==> src/source/rv_decode_pkg.sv <==
package rv_decode_pkg;

    localparam int XLEN        = 32;
    localparam int QUEUE_DEPTH = 4;
    localparam int QPTR_W      = 2;

    // base opcodes handled by the main decoder
    localparam logic [6:0] OP_LOAD   = 7'b0000011;
    localparam logic [6:0] OP_STORE  = 7'b0100011;
    localparam logic [6:0] OP_REG    = 7'b0110011;
    localparam logic [6:0] OP_BRANCH = 7'b1100011;
    localparam logic [6:0] OP_IMM    = 7'b0010011;
    localparam logic [6:0] OP_JAL    = 7'b1101111;
    localparam logic [6:0] OP_LUI    = 7'b0110111;

    typedef enum logic [2:0] {
        IMM_I = 3'd0,
        IMM_S = 3'd1,
        IMM_B = 3'd2,
        IMM_J = 3'd3,
        IMM_U = 3'd4
    } imm_src_t;

    typedef enum logic [1:0] {
        ALUOP_ADD    = 2'd0,
        ALUOP_BRANCH = 2'd1,
        ALUOP_FUNCT  = 2'd2,
        ALUOP_PASSB  = 2'd3
    } alu_op_t;

    typedef enum logic [2:0] {
        ALU_ADD   = 3'd0,
        ALU_SUB   = 3'd1,
        ALU_AND   = 3'd2,
        ALU_OR    = 3'd3,
        ALU_PASSB = 3'd4,
        ALU_SLT   = 3'd5
    } alu_ctrl_t;

    typedef enum logic [1:0] {
        RES_ALU = 2'd0,
        RES_MEM = 2'd1,
        RES_PC4 = 2'd2
    } result_src_t;

    // opcode, rd, funct3, rs1 and rs2 sit at the same bits in every view
    typedef union packed {
        struct packed {
            logic [6:0] funct7;
            logic [4:0] rs2;
            logic [4:0] rs1;
            logic [2:0] funct3;
            logic [4:0] rd;
            logic [6:0] opcode;
        } r_fmt;
        struct packed {
            logic [11:0] imm_11_0;
            logic [4:0]  rs1;
            logic [2:0]  funct3;
            logic [4:0]  rd;
            logic [6:0]  opcode;
        } i_fmt;
        struct packed {
            logic [6:0] imm_11_5;
            logic [4:0] rs2;
            logic [4:0] rs1;
            logic [2:0] funct3;
            logic [4:0] imm_4_0;
            logic [6:0] opcode;
        } s_fmt;
        struct packed {
            logic       imm_12;
            logic [5:0] imm_10_5;
            logic [4:0] rs2;
            logic [4:0] rs1;
            logic [2:0] funct3;
            logic [3:0] imm_4_1;
            logic       imm_11;
            logic [6:0] opcode;
        } b_fmt;
        struct packed {
            logic [19:0] imm_31_12;
            logic [4:0]  rd;
            logic [6:0]  opcode;
        } u_fmt;
        struct packed {
            logic       imm_20;
            logic [9:0] imm_10_1;
            logic       imm_11;
            logic [7:0] imm_19_12;
            logic [4:0] rd;
            logic [6:0] opcode;
        } j_fmt;
    } instr_u;

endpackage

==> src/source/fetch_unit.sv <==
`timescale 1ns/1ns

module fetch_unit (
    input  logic                           clk_i,
    input  logic                           rst_n_i,
    input  logic                           instr_valid_i,
    input  logic [rv_decode_pkg::XLEN-1:0] instr_i,
    input  logic                           full_i,
    output logic                           push_o,
    output logic [rv_decode_pkg::XLEN-1:0] push_pc_o,
    output logic [rv_decode_pkg::XLEN-1:0] push_instr_o,
    output logic [rv_decode_pkg::XLEN-1:0] fetch_pc_o
);

    import rv_decode_pkg::*;

    logic [XLEN-1:0] pc_q;

    // a strobe against a full queue is dropped
    assign push_o       = instr_valid_i & ~full_i;
    assign push_pc_o    = pc_q;
    assign push_instr_o = instr_i;
    assign fetch_pc_o   = pc_q; // address of the next expected word

    always_ff @(posedge clk_i or negedge rst_n_i) begin
        if (!rst_n_i) begin
            pc_q <= '0;
        end else if (push_o) begin
            pc_q <= pc_q + XLEN'(4); // no redirection, sequential only
        end
    end

endmodule

==> src/source/instr_queue.sv <==
`timescale 1ns/1ns

module instr_queue (
    input  logic                           clk_i,
    input  logic                           rst_n_i,
    input  logic                           push_i,
    input  logic [rv_decode_pkg::XLEN-1:0] push_pc_i,
    input  logic [rv_decode_pkg::XLEN-1:0] push_instr_i,
    input  logic                           pop_i,
    output logic [rv_decode_pkg::XLEN-1:0] pop_pc_o,
    output logic [rv_decode_pkg::XLEN-1:0] pop_instr_o,
    output logic                           full_o,
    output logic                           empty_o
);

    import rv_decode_pkg::*;

    logic [XLEN-1:0] pc_mem    [QUEUE_DEPTH];
    logic [XLEN-1:0] instr_mem [QUEUE_DEPTH];
    logic [QPTR_W-1:0] wr_ptr_q;
    logic [QPTR_W-1:0] rd_ptr_q;
    logic [QPTR_W:0]   count_q;
    logic do_push;
    logic do_pop;

    assign full_o  = (count_q == (QPTR_W+1)'(QUEUE_DEPTH));
    assign empty_o = (count_q == '0);

    // full queue still takes a push when the head leaves in the same cycle
    assign do_push = push_i & (~full_o | pop_i);
    assign do_pop  = pop_i & ~empty_o;

    assign pop_pc_o    = pc_mem[rd_ptr_q];
    assign pop_instr_o = instr_mem[rd_ptr_q];

    always_ff @(posedge clk_i) begin
        if (do_push) begin
            pc_mem[wr_ptr_q]    <= push_pc_i;
            instr_mem[wr_ptr_q] <= push_instr_i;
        end
    end

    always_ff @(posedge clk_i or negedge rst_n_i) begin
        if (!rst_n_i) begin
            wr_ptr_q <= '0;
            rd_ptr_q <= '0;
            count_q  <= '0;
        end else begin
            if (do_push) wr_ptr_q <= wr_ptr_q + 1'b1; // wraps at depth
            if (do_pop)  rd_ptr_q <= rd_ptr_q + 1'b1;
            case ({do_push, do_pop})
                2'b10:   count_q <= count_q + 1'b1;
                2'b01:   count_q <= count_q - 1'b1;
                default: count_q <= count_q; // idle, or push and pop together
            endcase
        end
    end

endmodule

==> src/source/main_decoder.sv <==
`timescale 1ns/1ns

module main_decoder (
    input  logic [6:0]                 op_i,
    output logic                       branch_o,
    output logic                       jump_o,
    output rv_decode_pkg::result_src_t result_src_o,
    output logic                       mem_write_o,
    output logic                       alu_src_o,
    output rv_decode_pkg::imm_src_t    imm_src_o,
    output logic                       reg_write_o,
    output rv_decode_pkg::alu_op_t     alu_op_o
);

    import rv_decode_pkg::*;

    always_comb begin
        // register operation values, also taken by unknown opcodes
        reg_write_o  = 1'b1;
        imm_src_o    = IMM_I; // unused by register ops
        alu_src_o    = 1'b0;
        mem_write_o  = 1'b0;
        result_src_o = RES_ALU;
        branch_o     = 1'b0;
        alu_op_o     = ALUOP_FUNCT;
        jump_o       = 1'b0;

        case (op_i)
            OP_LOAD: begin
                alu_src_o    = 1'b1;
                result_src_o = RES_MEM;
                alu_op_o     = ALUOP_ADD; // base plus offset
            end
            OP_STORE: begin
                reg_write_o = 1'b0;
                imm_src_o   = IMM_S;
                alu_src_o   = 1'b1;
                mem_write_o = 1'b1;
                alu_op_o    = ALUOP_ADD;
            end
            OP_BRANCH: begin
                reg_write_o = 1'b0;
                imm_src_o   = IMM_B;
                branch_o    = 1'b1;
                alu_op_o    = ALUOP_BRANCH; // compare by subtraction
            end
            OP_IMM: begin
                alu_src_o = 1'b1;
            end
            OP_JAL: begin
                imm_src_o    = IMM_J;
                result_src_o = RES_PC4; // link address
                alu_op_o     = ALUOP_ADD;
                jump_o       = 1'b1;
            end
            OP_LUI: begin
                imm_src_o = IMM_U;
                alu_src_o = 1'b1;
                alu_op_o  = ALUOP_PASSB;
            end
            default: begin
                // OP_REG and anything unrecognised keep the values above
            end
        endcase
    end

endmodule

==> src/source/alu_decoder.sv <==
`timescale 1ns/1ns

module alu_decoder (
    input  rv_decode_pkg::alu_op_t   alu_op_i,
    input  logic [2:0]               funct3_i,
    input  logic                     funct7b5_i,
    input  logic                     op_b5_i,
    output rv_decode_pkg::alu_ctrl_t alu_ctrl_o
);

    import rv_decode_pkg::*;

    always_comb begin
        case (alu_op_i)
            ALUOP_ADD:    alu_ctrl_o = ALU_ADD;
            ALUOP_BRANCH: alu_ctrl_o = ALU_SUB;
            ALUOP_PASSB:  alu_ctrl_o = ALU_PASSB;
            default: begin
                case (funct3_i)
                    3'b000: begin
                        // sub only for register form, addi never subtracts
                        if (funct7b5_i && op_b5_i) begin
                            alu_ctrl_o = ALU_SUB;
                        end else begin
                            alu_ctrl_o = ALU_ADD;
                        end
                    end
                    3'b010:  alu_ctrl_o = ALU_SLT;
                    3'b110:  alu_ctrl_o = ALU_OR;
                    3'b111:  alu_ctrl_o = ALU_AND;
                    default: alu_ctrl_o = ALU_ADD; // unsupported funct3
                endcase
            end
        endcase
    end

endmodule

==> src/source/imm_extend.sv <==
`timescale 1ns/1ns

module imm_extend (
    input  rv_decode_pkg::instr_u          instr_i,
    input  rv_decode_pkg::imm_src_t        imm_src_i,
    output logic [rv_decode_pkg::XLEN-1:0] imm_ext_o
);

    import rv_decode_pkg::*;

    always_comb begin
        case (imm_src_i)
            IMM_I: imm_ext_o = {{20{instr_i.i_fmt.imm_11_0[11]}}, instr_i.i_fmt.imm_11_0};
            IMM_S: imm_ext_o = {{20{instr_i.s_fmt.imm_11_5[6]}}, instr_i.s_fmt.imm_11_5,
                                instr_i.s_fmt.imm_4_0};
            IMM_B: imm_ext_o = {{19{instr_i.b_fmt.imm_12}}, instr_i.b_fmt.imm_12,
                                instr_i.b_fmt.imm_11, instr_i.b_fmt.imm_10_5,
                                instr_i.b_fmt.imm_4_1, 1'b0}; // halfword aligned
            IMM_J: imm_ext_o = {{11{instr_i.j_fmt.imm_20}}, instr_i.j_fmt.imm_20,
                                instr_i.j_fmt.imm_19_12, instr_i.j_fmt.imm_11,
                                instr_i.j_fmt.imm_10_1, 1'b0};
            IMM_U: imm_ext_o = {instr_i.u_fmt.imm_31_12, 12'b0};
            default: imm_ext_o = '0;
        endcase
    end

endmodule

==> src/source/decode_stage.sv <==
`timescale 1ns/1ns

module decode_stage (
    input  logic                           clk_i,
    input  logic                           rst_n_i,
    input  logic                           empty_i,
    input  logic [rv_decode_pkg::XLEN-1:0] pop_pc_i,
    input  logic [rv_decode_pkg::XLEN-1:0] pop_instr_i,
    input  logic                           hold_i,
    output logic                           pop_o,
    output logic                           dec_valid_o,
    output logic [rv_decode_pkg::XLEN-1:0] dec_pc_o,
    output logic [4:0]                     rd_o,
    output logic [4:0]                     rs1_o,
    output logic [4:0]                     rs2_o,
    output logic                           reg_write_o,
    output rv_decode_pkg::result_src_t     result_src_o,
    output logic                           mem_write_o,
    output logic                           alu_src_o,
    output rv_decode_pkg::alu_ctrl_t       alu_ctrl_o,
    output logic                           branch_o,
    output logic                           jump_o,
    output logic [rv_decode_pkg::XLEN-1:0] imm_ext_o
);

    import rv_decode_pkg::*;

    instr_u          instr;
    logic            branch;
    logic            jump;
    result_src_t     result_src;
    logic            mem_write;
    logic            alu_src;
    imm_src_t        imm_src;
    logic            reg_write;
    alu_op_t         alu_op;
    alu_ctrl_t       alu_ctrl;
    logic [XLEN-1:0] imm_ext;

    assign pop_o = ~empty_i & ~hold_i;
    assign instr = instr_u'(pop_instr_i); // head word, valid while not empty

    main_decoder i_main_decoder (
        .op_i         (instr.r_fmt.opcode),
        .branch_o     (branch),
        .jump_o       (jump),
        .result_src_o (result_src),
        .mem_write_o  (mem_write),
        .alu_src_o    (alu_src),
        .imm_src_o    (imm_src),
        .reg_write_o  (reg_write),
        .alu_op_o     (alu_op)
    );

    alu_decoder i_alu_decoder (
        .alu_op_i   (alu_op),
        .funct3_i   (instr.r_fmt.funct3),
        .funct7b5_i (instr.r_fmt.funct7[5]),
        .op_b5_i    (instr.r_fmt.opcode[5]), // set for register ops only
        .alu_ctrl_o (alu_ctrl)
    );

    imm_extend i_imm_extend (
        .instr_i   (instr),
        .imm_src_i (imm_src),
        .imm_ext_o (imm_ext)
    );

    // control outputs, cleared by reset
    always_ff @(posedge clk_i or negedge rst_n_i) begin
        if (!rst_n_i) begin
            dec_valid_o <= 1'b0;
            reg_write_o <= 1'b0;
            mem_write_o <= 1'b0;
            branch_o    <= 1'b0;
            jump_o      <= 1'b0;
        end else begin
            dec_valid_o <= pop_o; // one pulse per popped word
            if (pop_o) begin
                reg_write_o <= reg_write;
                mem_write_o <= mem_write;
                branch_o    <= branch;
                jump_o      <= jump;
            end
        end
    end

    always_ff @(posedge clk_i) begin
        if (pop_o) begin
            dec_pc_o     <= pop_pc_i;
            rd_o         <= instr.r_fmt.rd;
            rs1_o        <= instr.r_fmt.rs1;
            rs2_o        <= instr.r_fmt.rs2;
            result_src_o <= result_src;
            alu_src_o    <= alu_src;
            alu_ctrl_o   <= alu_ctrl;
            imm_ext_o    <= imm_ext;
        end
    end

endmodule

==> src/source/decode_top.sv <==
`timescale 1ns/1ns

module decode_top (
    input  logic                           clk_i,
    input  logic                           rst_n_i,
    input  logic                           instr_valid_i,
    input  logic [rv_decode_pkg::XLEN-1:0] instr_i,
    input  logic                           hold_i,
    output logic                           fetch_ready_o,
    output logic [rv_decode_pkg::XLEN-1:0] fetch_pc_o,
    output logic                           dec_valid_o,
    output logic [rv_decode_pkg::XLEN-1:0] dec_pc_o,
    output logic [4:0]                     rd_o,
    output logic [4:0]                     rs1_o,
    output logic [4:0]                     rs2_o,
    output logic                           reg_write_o,
    output rv_decode_pkg::result_src_t     result_src_o,
    output logic                           mem_write_o,
    output logic                           alu_src_o,
    output rv_decode_pkg::alu_ctrl_t       alu_ctrl_o,
    output logic                           branch_o,
    output logic                           jump_o,
    output logic [rv_decode_pkg::XLEN-1:0] imm_ext_o
);

    import rv_decode_pkg::*;

    logic            push;
    logic [XLEN-1:0] push_pc;
    logic [XLEN-1:0] push_instr;
    logic            pop;
    logic [XLEN-1:0] pop_pc;
    logic [XLEN-1:0] pop_instr;
    logic            full;
    logic            empty;

    assign fetch_ready_o = ~full;

    fetch_unit i_fetch_unit (
        .clk_i         (clk_i),
        .rst_n_i       (rst_n_i),
        .instr_valid_i (instr_valid_i),
        .instr_i       (instr_i),
        .full_i        (full),
        .push_o        (push),
        .push_pc_o     (push_pc),
        .push_instr_o  (push_instr),
        .fetch_pc_o    (fetch_pc_o)
    );

    instr_queue i_instr_queue (
        .clk_i        (clk_i),
        .rst_n_i      (rst_n_i),
        .push_i       (push),
        .push_pc_i    (push_pc),
        .push_instr_i (push_instr),
        .pop_i        (pop),
        .pop_pc_o     (pop_pc),
        .pop_instr_o  (pop_instr),
        .full_o       (full),
        .empty_o      (empty)
    );

    decode_stage i_decode_stage (
        .clk_i        (clk_i),
        .rst_n_i      (rst_n_i),
        .empty_i      (empty),
        .pop_pc_i     (pop_pc),
        .pop_instr_i  (pop_instr),
        .hold_i       (hold_i),
        .pop_o        (pop),
        .dec_valid_o  (dec_valid_o),
        .dec_pc_o     (dec_pc_o),
        .rd_o         (rd_o),
        .rs1_o        (rs1_o),
        .rs2_o        (rs2_o),
        .reg_write_o  (reg_write_o),
        .result_src_o (result_src_o),
        .mem_write_o  (mem_write_o),
        .alu_src_o    (alu_src_o),
        .alu_ctrl_o   (alu_ctrl_o),
        .branch_o     (branch_o),
        .jump_o       (jump_o),
        .imm_ext_o    (imm_ext_o)
    );

endmodule

==> config.mk <==
export PLATFORM = sky130hd
export DESIGN_NAME = decode_top
export DESIGN_NICKNAME = d
export VERILOG_FILES = /design/src/source/rv_decode_pkg.sv /design/src/source/fetch_unit.sv /design/src/source/instr_queue.sv /design/src/source/main_decoder.sv /design/src/source/alu_decoder.sv /design/src/source/imm_extend.sv /design/src/source/decode_stage.sv /design/src/source/decode_top.sv
export SDC_FILE = /design/constraint.sdc
export NUM_CORES = 1
export LEC_CHECK = 0
export BUFFER_PORTS_ARGS = -buffer_cell sky130_fd_sc_hd__buf_4
export CORE_UTILIZATION = 50
export DETAILED_ROUTE_END_ITERATION = 16
export PLACE_DENSITY_LB_ADDON = 0.2
export SLEW_MARGIN = 20
export SYNTH_ARGS = -nofsm -noshare
export SYNTH_HDL_FRONTEND = slang
export SYNTH_SLANG_ARGS = --single-unit
==> constraint.sdc <==
create_clock -name clk_i -period 6.6 [get_ports clk_i]
set_input_delay 1.32 -clock clk_i [delete_from_list [all_inputs] [get_ports clk_i]]
set_output_delay 1.32 -clock clk_i [all_outputs]
set_load 0.02 [all_outputs]
After elaboration in Yosys (flattened, before gate mapping) --
Memory sizes are Yosys's and may differ from the RTL's. A register that Yosys moved wholly into a read port is not among the register bits. Index checks and enable logic that the tools add are counted.
Word-level totals: bits in registers 97, bits in writable memories 256, input bits 36, output and inout bits 123, word-level logic and storage cells 73, memories kept 2
Operators by class: add/sub/neg operators 5, equality and inequality tests 18, mux-type cells 15, bitwise operators 8, reductions and logical operators 9
Memories:
- i_instr_queue.instr_mem | words 4, bits a word 32, read ports 1, clocked after memory_dff 0, write ports 1, line instr_queue.sv:19 | logic [XLEN-1:0] instr_mem [QUEUE_DEPTH];
- i_instr_queue.pc_mem | words 4, bits a word 32, read ports 1, clocked after memory_dff 1, write ports 1, line instr_queue.sv:18 | logic [XLEN-1:0] pc_mem [QUEUE_DEPTH];
Operators by type and width (count):
- $pmux 32 s5 | 1
- $add 32x3->32 const B | 1
- $pmux 3 s4 | 2
- $eq 7x6->1 const B | 2
- $eq 7x7->1 const B | 2
- $eq 3x3->1 const B | 4
- $eq 3x2->1 const B | 3
- $logic_not 3->1 | 3
- $pmux 3 s3 | 1
- $mux 1 | 8
- $eq 7x2->1 const B | 1
- $eq 7x5->1 const B | 1
- $pmux 2 s3 | 1
- $pmux 3 s2 | 1
- $add 2x1->2 const B | 2
- $and 1x1->1 | 4
- $eq 2x1->1 const B | 2
- $eq 2x2->1 const B | 2
- $pmux 2 s2 | 1
- $reduce_or 4->1 | 1
- $add 3x1->3 const B | 1
- $eq 3x1->1 const B | 1
- $not 1->1 | 3
- $reduce_or 3->1 | 1
- other kinds (6) | 6

Longest topological paths before layout --
Gate-level depths: netlist of run 1.
depth in word-level cells 7, depth in mapped cells 11, gate-level depth less buffers 9

By module --
Synthesis of run 1 repeated with hierarchy kept, for this count alone.
Second synthesis, totals: cell total of the unflattened synthesis 766, area, all modules 15029.4 µm²
By module, submodules not included:
- instr_queue | instances 1, cells each 372, area each 9645.5 µm², seq. area each 7862.5 µm²
- decode_stage | instances 1, cells each 95, area each 2733.9 µm², seq. area each 2677.6 µm²
- fetch_unit | instances 1, cells each 185, area each 1895.6 µm², seq. area each 750.7 µm²
- imm_extend | instances 1, cells each 73, area each 494.2 µm², seq. area each 0.0 µm²
- main_decoder | instances 1, cells each 31, area each 205.2 µm², seq. area each 0.0 µm²
- alu_decoder | instances 1, cells each 9, area each 51.3 µm², seq. area each 0.0 µm²
- decode_top | instances 1, cells each 1, area each 3.8 µm², seq. area each 0.0 µm²

Least setup slack after synthesis of run 1 --
No wires, ideal clock.
path kind input-to-reg, start input port hold_i, end register i_instr_queue.count_q[2], library setup time 0.079 ns, arrival time 6.513 ns, required time 6.521 ns, slack 0.007 ns, cell stages on the path 7, path buffers 0, path through nor2_1 -> ha_1 -> inv_1 -> fa_1 -> xor2_1 -> nor2_1 -> xor2_1
Between the ends: word-level cells in the longest chain between the ends 6, elaborated cells between the ends (all ways) 9, classes of those cells 2 x eq/ne; 1 x mux; 5 x bitwise; 1 x reduce/logical
Ends and longest elaborated chain:
- start, declared | line decode_top.sv:8 | input logic hold_i,
- $not 1->1 (*) | line decode_stage.sv:40 | assign pop_o = ~empty_i & ~hold_i;
- $and 1x1->1 (*) | line decode_stage.sv:40
- $or 1x1->1 | line instr_queue.sv:30 | assign do_push = push_i & (~full_o | pop_i);
- $and 1x1->1 | line instr_queue.sv:30
- $eq 2x1->1 or $eq 2x2->1 (tied branches) | line instr_queue.sv:51 | case ({do_push, do_pop})
- $pmux 3 s2 or $reduce_bool 2->1 (tied branches)
- end signal, assigned | line instr_queue.sv:52 | 2'b10: count_q <= count_q + 1'b1;
- end signal, assigned | line instr_queue.sv:53 | 2'b01: count_q <= count_q - 1'b1;
- end signal, assigned | line instr_queue.sv:54 | default: count_q <= count_q;
- end, declared | line instr_queue.sv:22 | logic [QPTR_W:0] count_q;
Every way passes the cells marked *; elsewhere a longest branch is shown, timed or not. A chain may end at the register's enable or synchronous reset.

Worst setup path in the final report of run 1 --
start register i_instr_queue.rd_ptr_q[1], end register i_decode_stage.imm_ext_o[11] in the netlist's numbering (data pin)
Between the ends: word-level cells in the longest chain between the ends 5, elaborated cells between the ends (all ways) 12, classes of those cells 8 x eq/ne; 2 x mux; 1 x reduce/logical; 1 x memory
Ends and longest elaborated chain:
- start, declared | line instr_queue.sv:21 | logic [QPTR_W-1:0] rd_ptr_q;
- start signal, assigned | line instr_queue.sv:50 | if (do_pop) rd_ptr_q <= rd_ptr_q + 1'b1;
- $mem_v2 4x32 (*)
- $eq 7x6->1 or $eq 7x7->1 (tied branches) | line main_decoder.sv:28 | case (op_i)
- $pmux 3 s4 | line main_decoder.sv:28
- $eq 3x3->1 (tied with other cells) | line imm_extend.sv:12 | case (imm_src_i)
- $pmux 32 s5 (*) | line imm_extend.sv:12
- named net i_decode_stage.i_imm_extend.imm_ext_o, one bit | line imm_extend.sv:6 | output logic [rv_decode_pkg::XLEN-1:0] imm_ext_o
- end signal, assigned | line decode_stage.sv:97 | imm_ext_o <= imm_ext;
- end, declared | line decode_stage.sv:23 | output logic [rv_decode_pkg::XLEN-1:0] imm_ext_o
The timed path passes the listed nets; every way through them passes the cells marked *.

==> summary.md, run 1 <==
| Metric | Value |
|---|---|
| Clk_skew | 20.5 ps |
| DR vias/cell | 5.64 |
| Kind of end point of the critical path | flop |
| Power per cell area | 478 nW/um^2 |
| Dominant cells by area after synthesis | edfxtp_1 72%, mux4_2 9.5%, dfrtp_1 7.6%, xnor2_1 1.5%, xor2_1 0.76% |
| TritonCTS buffer count | 37 |
| Clk Latency, worst-skew pair | 520 ps |
| Initial antenna violation count | 0 |
| Layout Nets | 864 |
| Die Area | 28300 sq um |
| Logic pwr share | 25.5% |
| Area leader, netlist | edfxtp_1 |
| Most frequent cells in the layout | 331 x edfxtp_1, 157 x buf_4, 58 x mux4_2, 40 x dfrtp_1, 39 x clkbuf_16 |
| Max IR drop VDD | between 0.3 and 0.4 mV |
| Die height | 168 um |
| P&R area growth vs syn | 20.4% |
| Status | finished clean |
| Post-CTS Hold Buffers | 0 |
| Port buffer count | about 150 |
| Signal arrival time at the worst endpoint | 3780 ps |
| Initial Util | 51.1% |
| Setup TNS | 0 ps |
| Crit path launch | i_instr_queue.rd_ptr_q[1] |
| N_diodes | 0 |
| Syn_area_per_cell | 21.4 sq um |
| Part of the power in the clock network | 27.2% |
| Worst-Margin Slew | between 1000 and 1500 ps |
| Post-synth EDFFs | 331 |
| GP Congestion | around 0.9 |
| Commonest non-fill, non-tap cell in the layout | edfxtp_1 |
| Row cnt | 60 |
| Via count | roughly 6700 |
| Flops & latches, synth | roughly 370 |
| First-pass GRT wire length | 40500 um |
| Gr usage total | 19.2% |
| Post-Syn Area | 13800 sq um |
| Hold WC Path Type | reg2reg |
| Post-route insts no fill | 1191 |
| R2R Path Start | i_instr_queue.rd_ptr_q[1] |
| Antenna Violating Nets Remaining | 0 |
| Multi-input gate area | around 2700 sq um |
| Leak | 0.00596 uW |
| Top Ports | 159 |
| Share of Yosys cell area claimed by the top area cell type | 71.9% |
| WS Path Type | reg2reg |
| Max Root-Sink Buffers | 3 |
| Slew headroom | 31.5% |
| Pins over their slew limit | 0 |
| # DRC | 0 |
| H-Tree Level Count | 2 |
| Switching share of power | 29.3% |
| Worst-path maximum fanout | 65 |
| Setup violations, final | 0 |
| Reg clk slew, reported paths | approximately 60 ps |
| Synth cell types | 51 |
| Number of global-route vias before repair | 6790 |
| # Post-CTS Setup Buffers | 0 |
| Worst path required time | 6980 ps |
| Final hold vios | 0 |
| # fillers | ~1900 |
| 1st-iter DRT viols | 684 |
| Core area | 27000 sq um |
| CTS tree | done |
| Largest net degree at the start of global routing | between 80 and 90 |
| DP HPWL | approximately 16000 um |
| Clock sink count | 373 |
| CTS Root Cell | clkbuf_16 |
| Fmax | 293 MHz |
| Routed len/inst | roughly 22 um |
| Post_cts resized | 0 |
| Crit path time final | 3410 ps |
| Hold_sp | i_decode_stage.mem_write_o |
| Sequential area share after synthesis | 79.6% |
| RSZ-0062 raised after global routing | no |
| Share of layout cells above drive strength 1 | between 30% and 40% |
| CP startpoint kind | flop |
| Routed WL | about 27000 um |
| Dpl cells | 1122 |
| Total net switching power | 2330 uW |
| Main synth FF type | edfxtp_1 |
| Total of max-cap violations | 0 |
| Final period utilization | 51.6% |
| FFs w/ async S/R, synth | between 10% and 20% |
| Syn Inst Count | roughly 650 |
| Die W | 168 um |
| Seq pwr share | 47.3% |
| Internal power | 5620 uW |
| Congestion Overflow GR | 0 |
| Warnings from Yosys | 0 |
| Initial DRT Pass Iterations | 5 |
| FF+latch area | 11000 sq um |
[power groups by stage]
stage               Combinational, uW  Clock (uW)  Sequential [uW]
floorplan                        1120           0             3920
global placement                 2000           0             3780
detailed placement               2050           0             3820
CTS                              2050        2190             3780
global route                     2170        2280             3830
finish                           2030        2160             3760
[critical path, cell delays in order (launching register included)]
cell	delay, ps
dfrtp_4	1070
and4b_1	310
nor4_1	610
nor4_2	120
buf_4	230
nor2b_1	670
a31o_2	250
[synth_stat cells, types with 2 or more instances]
| library cell | count |
|---|---|
| nand2_1 | 18 |
| xor2_1 | 12 |
| dfrtp_1 | 42 |
| nor2b_1 | 7 |
| or4_1 | 2 |
| xnor2_1 | 23 |
| nor4bb_1 | 2 |
| edfxtp_1 | 331 |
| or3b_2 | 2 |
| mux4_2 | 58 |
| buf_2 | 9 |
| buf_4 | 4 |
| a31o_2 | 9 |
| clkbuf_1 | 6 |
| nand3_1 | 13 |
| and3b_1 | 2 |
| a21o_1 | 13 |
| mux4_1 | 2 |
| nor4_1 | 3 |
| a32o_1 | 2 |
| and4_1 | 2 |
| and3_1 | 7 |
| buf_1 | 5 |
| nand4_1 | 7 |
| nor2_1 | 14 |
| nor3_1 | 5 |
| buf_6 | 2 |
| ha_1 | 6 |
| o21ai_0 | 2 |
| a22o_1 | 4 |
| inv_1 | 10 |
| and4b_1 | 2 |
| mux2_2 | 2 |
| and2_1 | 2 |
[per-layer routing]
metal	part of all wire, %	vias to the layer above	track usage (%)
met1	44	3482	27.2
met5	0	-	0
met2	48	248	30.8
met3	6.4	32	3.93
li1	-	2959	-
met4	1.4	0	4.62
[metrics by stage]
step                      setup slack, ps  area, sq um  power [uW]  util [%]  hold WS (ps)
final                                3190        16600        7950      61.5           518
after global routing                 3030        16600        8270      61.5           545
after CTS                            3150        16600        8020      61.4           520
after detailed placement             3190        15300        5870      56.7           510
after global placement               3360        15300        5780      56.7           474
after floorplan                      7.40        13800        5030         -           457
[cells by family (layout without fill, tap and decap cells)]
family          count (synthesis)  count (layout)  share of synthesized area [%]
buf+inv                        36             236                           1.28
flops                         373             373                           79.6
other cells                     1               4                         0.0271
fa+ha+maj                       7               7                          0.688
mux                            63              63                           10.1
simple gates                   93              93                           3.82
compound gates                 39              39                           2.35
xor+xnor                       35              35                           2.22
[state kept, by name, summed over array words and instances (netlist names), 2 cells and up]
register,flops
i_decode_stage.alu_ctrl_o,3
i_decode_stage.dec_pc_o,30
i_decode_stage.imm_ext_o,32
i_decode_stage.rd_o,5
i_decode_stage.result_src_o,2
i_decode_stage.rs1_o,5
i_decode_stage.rs2_o,5
i_fetch_unit.fetch_pc_o,30
i_instr_queue.count_q,3
i_instr_queue.instr_mem,128
i_instr_queue.pc_mem,120
i_instr_queue.rd_ptr_q,2
i_instr_queue.wr_ptr_q,2
[final timing paths]
kind                                                 to  slack, ps  depth (start not counted)
min in group asynchronous   i_fetch_unit.fetch_pc_o[10]        820                          1
setup / recovery           i_decode_stage.imm_ext_o[11]       3190                          6
max in group asynchronous     i_instr_queue.rd_ptr_q[1]       5280                          1
hold reg to reg              i_decode_stage.mem_write_o        520                          1
hold / removal               i_decode_stage.mem_write_o        520                          1
setup reg to reg           i_decode_stage.imm_ext_o[11]       3190                          6
[area by class of cell]
class	instances	area share, %
sequential	373	66.1
multi-input combinational	241	16.2
timing repair buffer	158	7.25
clock buffer	48	6.13
tap	341	2.57
clock inverter	20	1.48
inverter	10	0.226
Power figures use the tool's default switching activity.
==> inputs of run 2 (changes only) <==
==> constraint.sdc (replaced) <==
create_clock -name clk_i -period 3.45 [get_ports clk_i]
set_input_delay 0.69 -clock clk_i [delete_from_list [all_inputs] [get_ports clk_i]]
set_output_delay 0.69 -clock clk_i [all_outputs]
set_load 0.02 [all_outputs]
==> run 2 against run 1 <==
Net effect: power up 88%; sequential power increased by 85%; clock-buffer cell count is 4 higher; final cell count grew 0.59%; largest cell class unchanged; highest routed layer is now met5; maximum frequency grew 23%; non-clock buffer count grew 5; critical endpoint unchanged.
==> summary.md, run 2 (synthesized netlist as in run 1, its figures left out) <==
| Metric | Value |
|---|---|
| Clock sink count | 373 (unchanged) |
| Clk Latency, worst-skew pair | 510 ps (about the same) |
| Largest regs | i_instr_queue.instr_mem: 128 flops, i_instr_queue.pc_mem: 120 flops, i_decode_stage.imm_ext_o: 32 flops |
| CP startpoint kind | flop |
| Worst path required time | 3830 ps (-3150 ps) |
| Multi-input gate area | 2690 sq um (-0.28%) |
| Max IR drop VDD | 0.479 mV (+58%) |
| Setup violations, final | 0 (unchanged) |
| Initial DRT Pass Iterations | 5 (unchanged) |
| Die Area | 28300 sq um (unchanged) |
| Share of layout cells above drive strength 1 | 35.0% (+0.15 points) |
| TritonCTS buffer count | 38 (+2.7%) |
| Kind of end point of the critical path | flop |
| RR Endpoint | i_decode_stage.imm_ext_o[11] |
| Number of global-route vias before repair | 6942 (+2.2%) |
| Core area | 27000 sq um (unchanged) |
| Antenna Violating Nets Remaining | 0 (unchanged) |
| R2R Path Start | i_instr_queue.rd_ptr_q[0] |
| # Post-CTS Setup Buffers | 0 (unchanged) |
| Initial antenna violation count | 3 (+3) |
| Fmax | 362 MHz (+23%) |
| Setup WS post-layout | 689 ps (-2500 ps) |
| Total of max-cap violations | 0 (unchanged) |
| FF+latch area | 11000 sq um (unchanged) |
| Row cnt | 60 (unchanged) |
| Layout Nets | 870 (+0.69%) |
| Signal arrival time at the worst endpoint | 3140 ps (-640 ps) |
| Final hold vios | 0 (unchanged) |
| Routed WL | 26500 um (-0.40%) |
| RSZ-0062 raised after global routing | no |
| Hold WC Path Type | in2async |
| Port buffer count | 154 (unchanged) |
| DP HPWL | 16100 um (+1.3%) |
| Post_cts resized | 0 (unchanged) |
| Worst-Margin Slew | 1010 ps (-21.7 ps) |
| CTS Root Cell | clkbuf_16 |
| Crit path time final | 2760 ps (-646 ps) |
| Congestion Overflow GR | 0 (unchanged) |
| Metal2 WL | 13000 um (+0.55%) |
| Worst-path maximum fanout | 12 (-82%) |
| Power Total | 14900 uW (+88%) |
| # fillers | 1919 (+0.37%) |
| Routed len/inst | 22.2 um (-0.98%) |
| Largest net degree at the start of global routing | 91 (+12%) |
| P&R area growth vs syn | 20.2% |
| Gr usage total | 19.3% (+0.17 points) |
| Leak | 0.00594 uW (-0.22%) |
| CTS tree | done |
| Top Ports | 159 (unchanged) |
| Highest routed layer | met5 |
| Die W | 168 um (unchanged) |
| Commonest non-fill, non-tap cell in the layout | edfxtp_1 |
| GP Congestion | 0.852 (-5.3%) |
| First-pass GRT wire length | 40700 um (+0.41%) |
| Setup Slack @ Placement | 704 ps (-2490 ps) |
| Pins over their slew limit | 0 (unchanged) |
| Slew headroom | 32.9% (+1.4 points) |
| H-Tree Level Count | 2 (unchanged) |
| Most frequent cells in the layout | 331 x edfxtp_1, 159 x buf_4, 58 x mux4_2, 40 x dfrtp_1, 39 x clkbuf_16 |
| Final period utilization | 80.0% (+28 points) |
| Via count | 6617 (-1.5%) |
| Clk_skew | 14.1 ps (-6.40 ps) |
| Largest register by flop count | i_instr_queue.instr_mem |
| Initial Util | 51.1% (unchanged) |
| DR vias/cell | 5.52 (-2.1%) |
| Die height | 168 um (unchanged) |
| # DRC | 0 (unchanged) |
| Worst reg-to-reg path cell count | 5 (-1) |
| Max Root-Sink Buffers | 3 (unchanged) |
| R2r setup slk | 690 ps (-2500 ps) |
| Met3 Wirelength | 1770 um (+4.3%) |
| Setup TNS | 0 ps (unchanged) |
| 1st-iter DRT viols | 501 (-27%) |
| WS Path Type | reg2reg |
| Power per cell area | 899 nW/um^2 (+88%) |
| Reg clk slew, reported paths | 60 ps (about the same) |
| Status | finished clean |
| M1 wire length | 11200 um (-3.8%) |
| Post-CTS Hold Buffers | 0 (unchanged) |
| Number of flip-flops in the largest register | 128 (unchanged) |
[run 2: worst max-delay path: stages, from the launching register on]
cell and delay (ps):
dfrtp_4 560, and4b_1 260, nor4_1 600, nor4_2 140
nor2b_1 790, a31o_2 280
[run 2: layout make-up]
| type | count | area share, % |
|---|---|---|
| well taps | 341 | 2.57 |
| flip-flops and latches | 373 | 66.2 |
| multi-input cells | 241 | 16.2 |
| clock inverters | 16 | 0.610 |
| diodes | 2 | 0.0301 |
| inverters | 10 | 0.226 |
| clock buffers | 52 | 6.47 |
| repair buffers | 163 | 7.67 |
[run 2: worst max-delay path by stage]
stage                                          from                            to  cells past startpoint
final                     i_instr_queue.rd_ptr_q[0]  i_decode_stage.imm_ext_o[11]                      5
after global routing      i_instr_queue.rd_ptr_q[0]  i_decode_stage.imm_ext_o[11]                      5
after CTS                 i_instr_queue.rd_ptr_q[0]  i_decode_stage.imm_ext_o[11]                      5
after detailed placement  i_instr_queue.rd_ptr_q[0]  i_decode_stage.imm_ext_o[11]                      5
after global placement    i_instr_queue.rd_ptr_q[0]  i_decode_stage.imm_ext_o[11]                      5
after floorplan                              hold_i      i_instr_queue.count_q[2]                      7
[run 2: per-stage QoR]
step,cell area (sq um),util (%),instances,hold WS [ps]
floorplan,13800,-,650,394
global placement,15400,57.1,1128,475
detailed placement,15400,57.1,1128,496
CTS,16600,61.4,1196,193
global route,16600,61.4,1196,215
finish,16600,61.4,1198,181
[run 2: metal layers]
layer | GRT usage (%) | vias up
met5 | 0 | -
met4 | 5.22 | 2
met3 | 4.37 | 49
met2 | 31.8 | 217
met1 | 26.3 | 3374
li1 | - | 2975
[run 2: power breakdown]
part,switching [uW],total (uW),internal [uW]
logic,2350,4130,1790
clock network,1580,3830,2250
registers,489,6960,6470
total,4420,14900,10500
==> inputs of run 3 (changes only) <==
==> constraint.sdc (replaced) <==
create_clock -name clk_i -period 2.2 [get_ports clk_i]
set_input_delay 0.44 -clock clk_i [delete_from_list [all_inputs] [get_ports clk_i]]
set_output_delay 0.44 -clock clk_i [all_outputs]
set_load 0.02 [all_outputs]
==> run 3 against run 2 <==
Net effect: the run now ends with negative setup slack left; global-route usage is 0.91 points higher; non-clock buffer count grew 67; flip-flop and latch count unchanged; maximum frequency is 17% higher; critical path type unchanged; highest routed layer unchanged.
==> summary.md, run 3 (synthesized netlist as in run 1, its figures left out) <==
| Metric | Value |
|---|---|
| Most frequent cells in the layout | 331 x edfxtp_1, 218 x buf_4, 60 x mux4_2, 42 x clkbuf_16, 38 x dfrtp_1 |
| H-Tree Level Count | 2 (unchanged) |
| Die Area | 28300 sq um (unchanged) |
| RR Endpoint | i_decode_stage.alu_ctrl_o[0] |
| Worst-path maximum fanout | 6 (-6) |
| GP Congestion | 0.907 (+6.5%) |
| Die W | 168 um (unchanged) |
| # fillers | 1871 (-2.5%) |
| Total net switching power | 7250 uW (+64%) |
| Routed len/inst | 22.1 um (-0.38%) |
| CP startpoint kind | flop |
| Largest register by flop count | i_instr_queue.instr_mem |
| Top Ports | 159 (unchanged) |
| Row cnt | 60 (unchanged) |
| Routed WL | 28000 um (+5.4%) |
| Setup violations, final | 32 (+32) |
| Seq pwr share | 44.1% (-2.5 points) |
| Total of max-cap violations | 0 (unchanged) |
| Critical Path Slowest Stage Cell | dfrtp_4 |
| Failing checks | negative setup slack |
| Placed inst area | 15800 sq um (+2.5%) |
| Worst path required time | 2540 ps (-1290 ps) |
| Core area | 27000 sq um (unchanged) |
| Worst-path cell chain | buf_4, mux4_2, and3b_1, and3b_2, a211o_1, o31ai_2 |
| Final hold vios | 0 (unchanged) |
| FF+latch area | 11000 sq um (about the same) |
| R2R Path Start | i_instr_queue.rd_ptr_q[0] |
| R2r setup slk | -160 ps (-850 ps) |
| Internal power | 17200 uW (+64%) |
| 1st-iter DRT viols | 625 (+25%) |
| Congestion Overflow GR | 0 (unchanged) |
| Hold EP | i_instr_queue.instr_mem[2][25] |
| Initial Util | 51.1% (unchanged) |
| Power per cell area | 1410 nW/um^2 (+57%) |
| Leak | 0.00634 uW (+6.6%) |
| Largest net degree at the start of global routing | 91 (unchanged) |
| Commonest non-fill, non-tap cell in the layout | edfxtp_1 |
| Number of global-route vias before repair | 7518 (+8.3%) |
| Part of the power in the clock network | 25.1% (-0.6 points) |
| Switching share of power | 29.7% (+0.052 points) |
| DP HPWL | 16700 um (+3.7%) |
| # DRC | 0 (unchanged) |
| Hold slack | 125 ps (-56.5 ps) |
| Logic pwr share | 30.8% (+3.1 points) |
| Clk Latency, worst-skew pair | 510 ps (about the same) |
| Max Root-Sink Buffers | 3 (unchanged) |
| Reg clk slew, reported paths | 60 ps (about the same) |
| Gr usage total | 20.2% (+0.91 points) |
| Hold_sp | instr_i[25] |
| Max IR drop VDD | 1.09 mV (+130%) |
| First-pass GRT wire length | 42800 um (+5.2%) |
| CTS tree | done |
| Multi-input gate area | 2810 sq um (+4.5%) |
| Worst-Margin Slew | 1050 ps (+41.1 ps) |
| Via count | 7087 (+7.1%) |
| CTS Root Cell | clkbuf_16 |
| Setup WS post-layout | -162 ps (-850 ps) |
| Core Util, Final | 64.0% (+2.6 points) |
| Pins over their slew limit | 0 (unchanged) |
| Initial DRT Pass Iterations | 5 (unchanged) |
| Hold depth | 1 |
| Biggest cell delay along the critical path | 520 ps (-270 ps) |
| P&R area growth vs syn | 25.2% |
| TritonCTS buffer count | 39 (+2.6%) |
| Layout Nets | 938 (+7.8%) |
| Fmax | 423 MHz (+17%) |
| Final period utilization | 107% (+27 points) |
| Slew headroom | 30.2% (-2.7 points) |
| Number of flip-flops in the largest register | 128 (unchanged) |
| Setup Slack @ Placement | -224 ps (-928 ps) |
| Signal arrival time at the worst endpoint | 2700 ps (-440 ps) |
| Hold WC Path Type | in2reg |
| Status | finished with violations |
| Share of layout cells above drive strength 1 | 42.1% (+7.1 points) |
| DR vias/cell | 5.59 (+1.2%) |
| Die height | 168 um (unchanged) |
| Clk_skew | 10.5 ps (-3.62 ps) |
| Final instance area | 17300 sq um (+4.2%) |
| Largest regs | i_instr_queue.instr_mem: 128 flops, i_instr_queue.pc_mem: 120 flops, i_decode_stage.imm_ext_o: 32 flops |
| WS Path Type | reg2reg |
| Crit path time final | 2360 ps (-400 ps) |
| Initial antenna violation count | 3 (unchanged) |
| Antenna Violating Nets Remaining | 0 (unchanged) |
| Setup TNS | -1990 ps (-1990 ps) |
| Clock sink count | 373 (unchanged) |
| Worst reg-to-reg path cell count | 6 (+1) |
| RSZ-0062 raised after global routing | yes |
| Port buffer count | 154 (unchanged) |
| Kind of end point of the critical path | flop |
run 3: through the flow:
stage / instances / power [uW]
after global placement: 1178 / 17900
after detailed placement: 1178 / 18200
after CTS: 1257 / 24500
final: 1268 / 24500
after global routing: 1266 / 25500
after floorplan: 650 / 15100
run 3: cell type report:
cell class	count	area share, %
Antenna cell	2	0.0289
Clock buffer	63	6.76
Clock inverter	8	0.275
Inverter	10	0.217
Multi-Input combinational cell	241	16.2
Sequential cell	373	63.6
Tap cell	341	2.47
Timing Repair Buffer	230	10.4
run 3: power by group through the flow:
stage / clock (uW) / combinational [uW] / sequential (uW)
after global placement: 0 / 7020 / 10800
after global routing: 6530 / 8020 / 11000
after CTS: 6250 / 7430 / 10800
after detailed placement: 0 / 7210 / 11000
final: 6140 / 7530 / 10800
after floorplan: 0 / 3440 / 11700
run 3: metal layers:
metal | track usage [%] | wire [um] | up-vias
met5 | 0 | 10 | -
met4 | 6.92 | 646 | 2
met3 | 4.42 | 1910 | 56
met2 | 33.1 | 13800 | 249
met1 | 27.2 | 11600 | 3672
li1 | - | - | 3108
run 3: repair_timing:
item,4_1_cts,5_1_grt
hold buffers,1,0
hold endpoints to repair,42,0
setup buffers,7,8
setup endpoints to repair,40,50
cloned,0,1
gates resized for setup,21,11
pin swaps,8,12
run 3: critical path, delay by kind of cell (launching register included):
family                 cells  cell delay, ps
AO/OA/AOI/OAI              2             520
buffers and inverters      1             150
flip-flops                 1             520
multiplexers               1             510
AND/OR/NAND/NOR            2             490
run 3: worst max path at each step:
| stage | cells after the start | slack [ps] | endpoint | start |
|---|---|---|---|---|
| floorplan | 8 | -840 | i_instr_queue.count_q[2] | i_instr_queue.count_q[0] |
| global placement | 5 | -110 | i_decode_stage.imm_ext_o[0] | i_instr_queue.rd_ptr_q[0] |
| detailed placement | 5 | -220 | i_decode_stage.imm_ext_o[17] | i_instr_queue.rd_ptr_q[0] |
| CTS | 7 | -130 | i_decode_stage.alu_ctrl_o[0] | i_instr_queue.rd_ptr_q[0] |
| global route | 8 | -200 | i_decode_stage.imm_ext_o[0] | i_instr_queue.rd_ptr_q[0] |
| finish | 6 | -160 | i_decode_stage.alu_ctrl_o[0] | i_instr_queue.rd_ptr_q[0] |
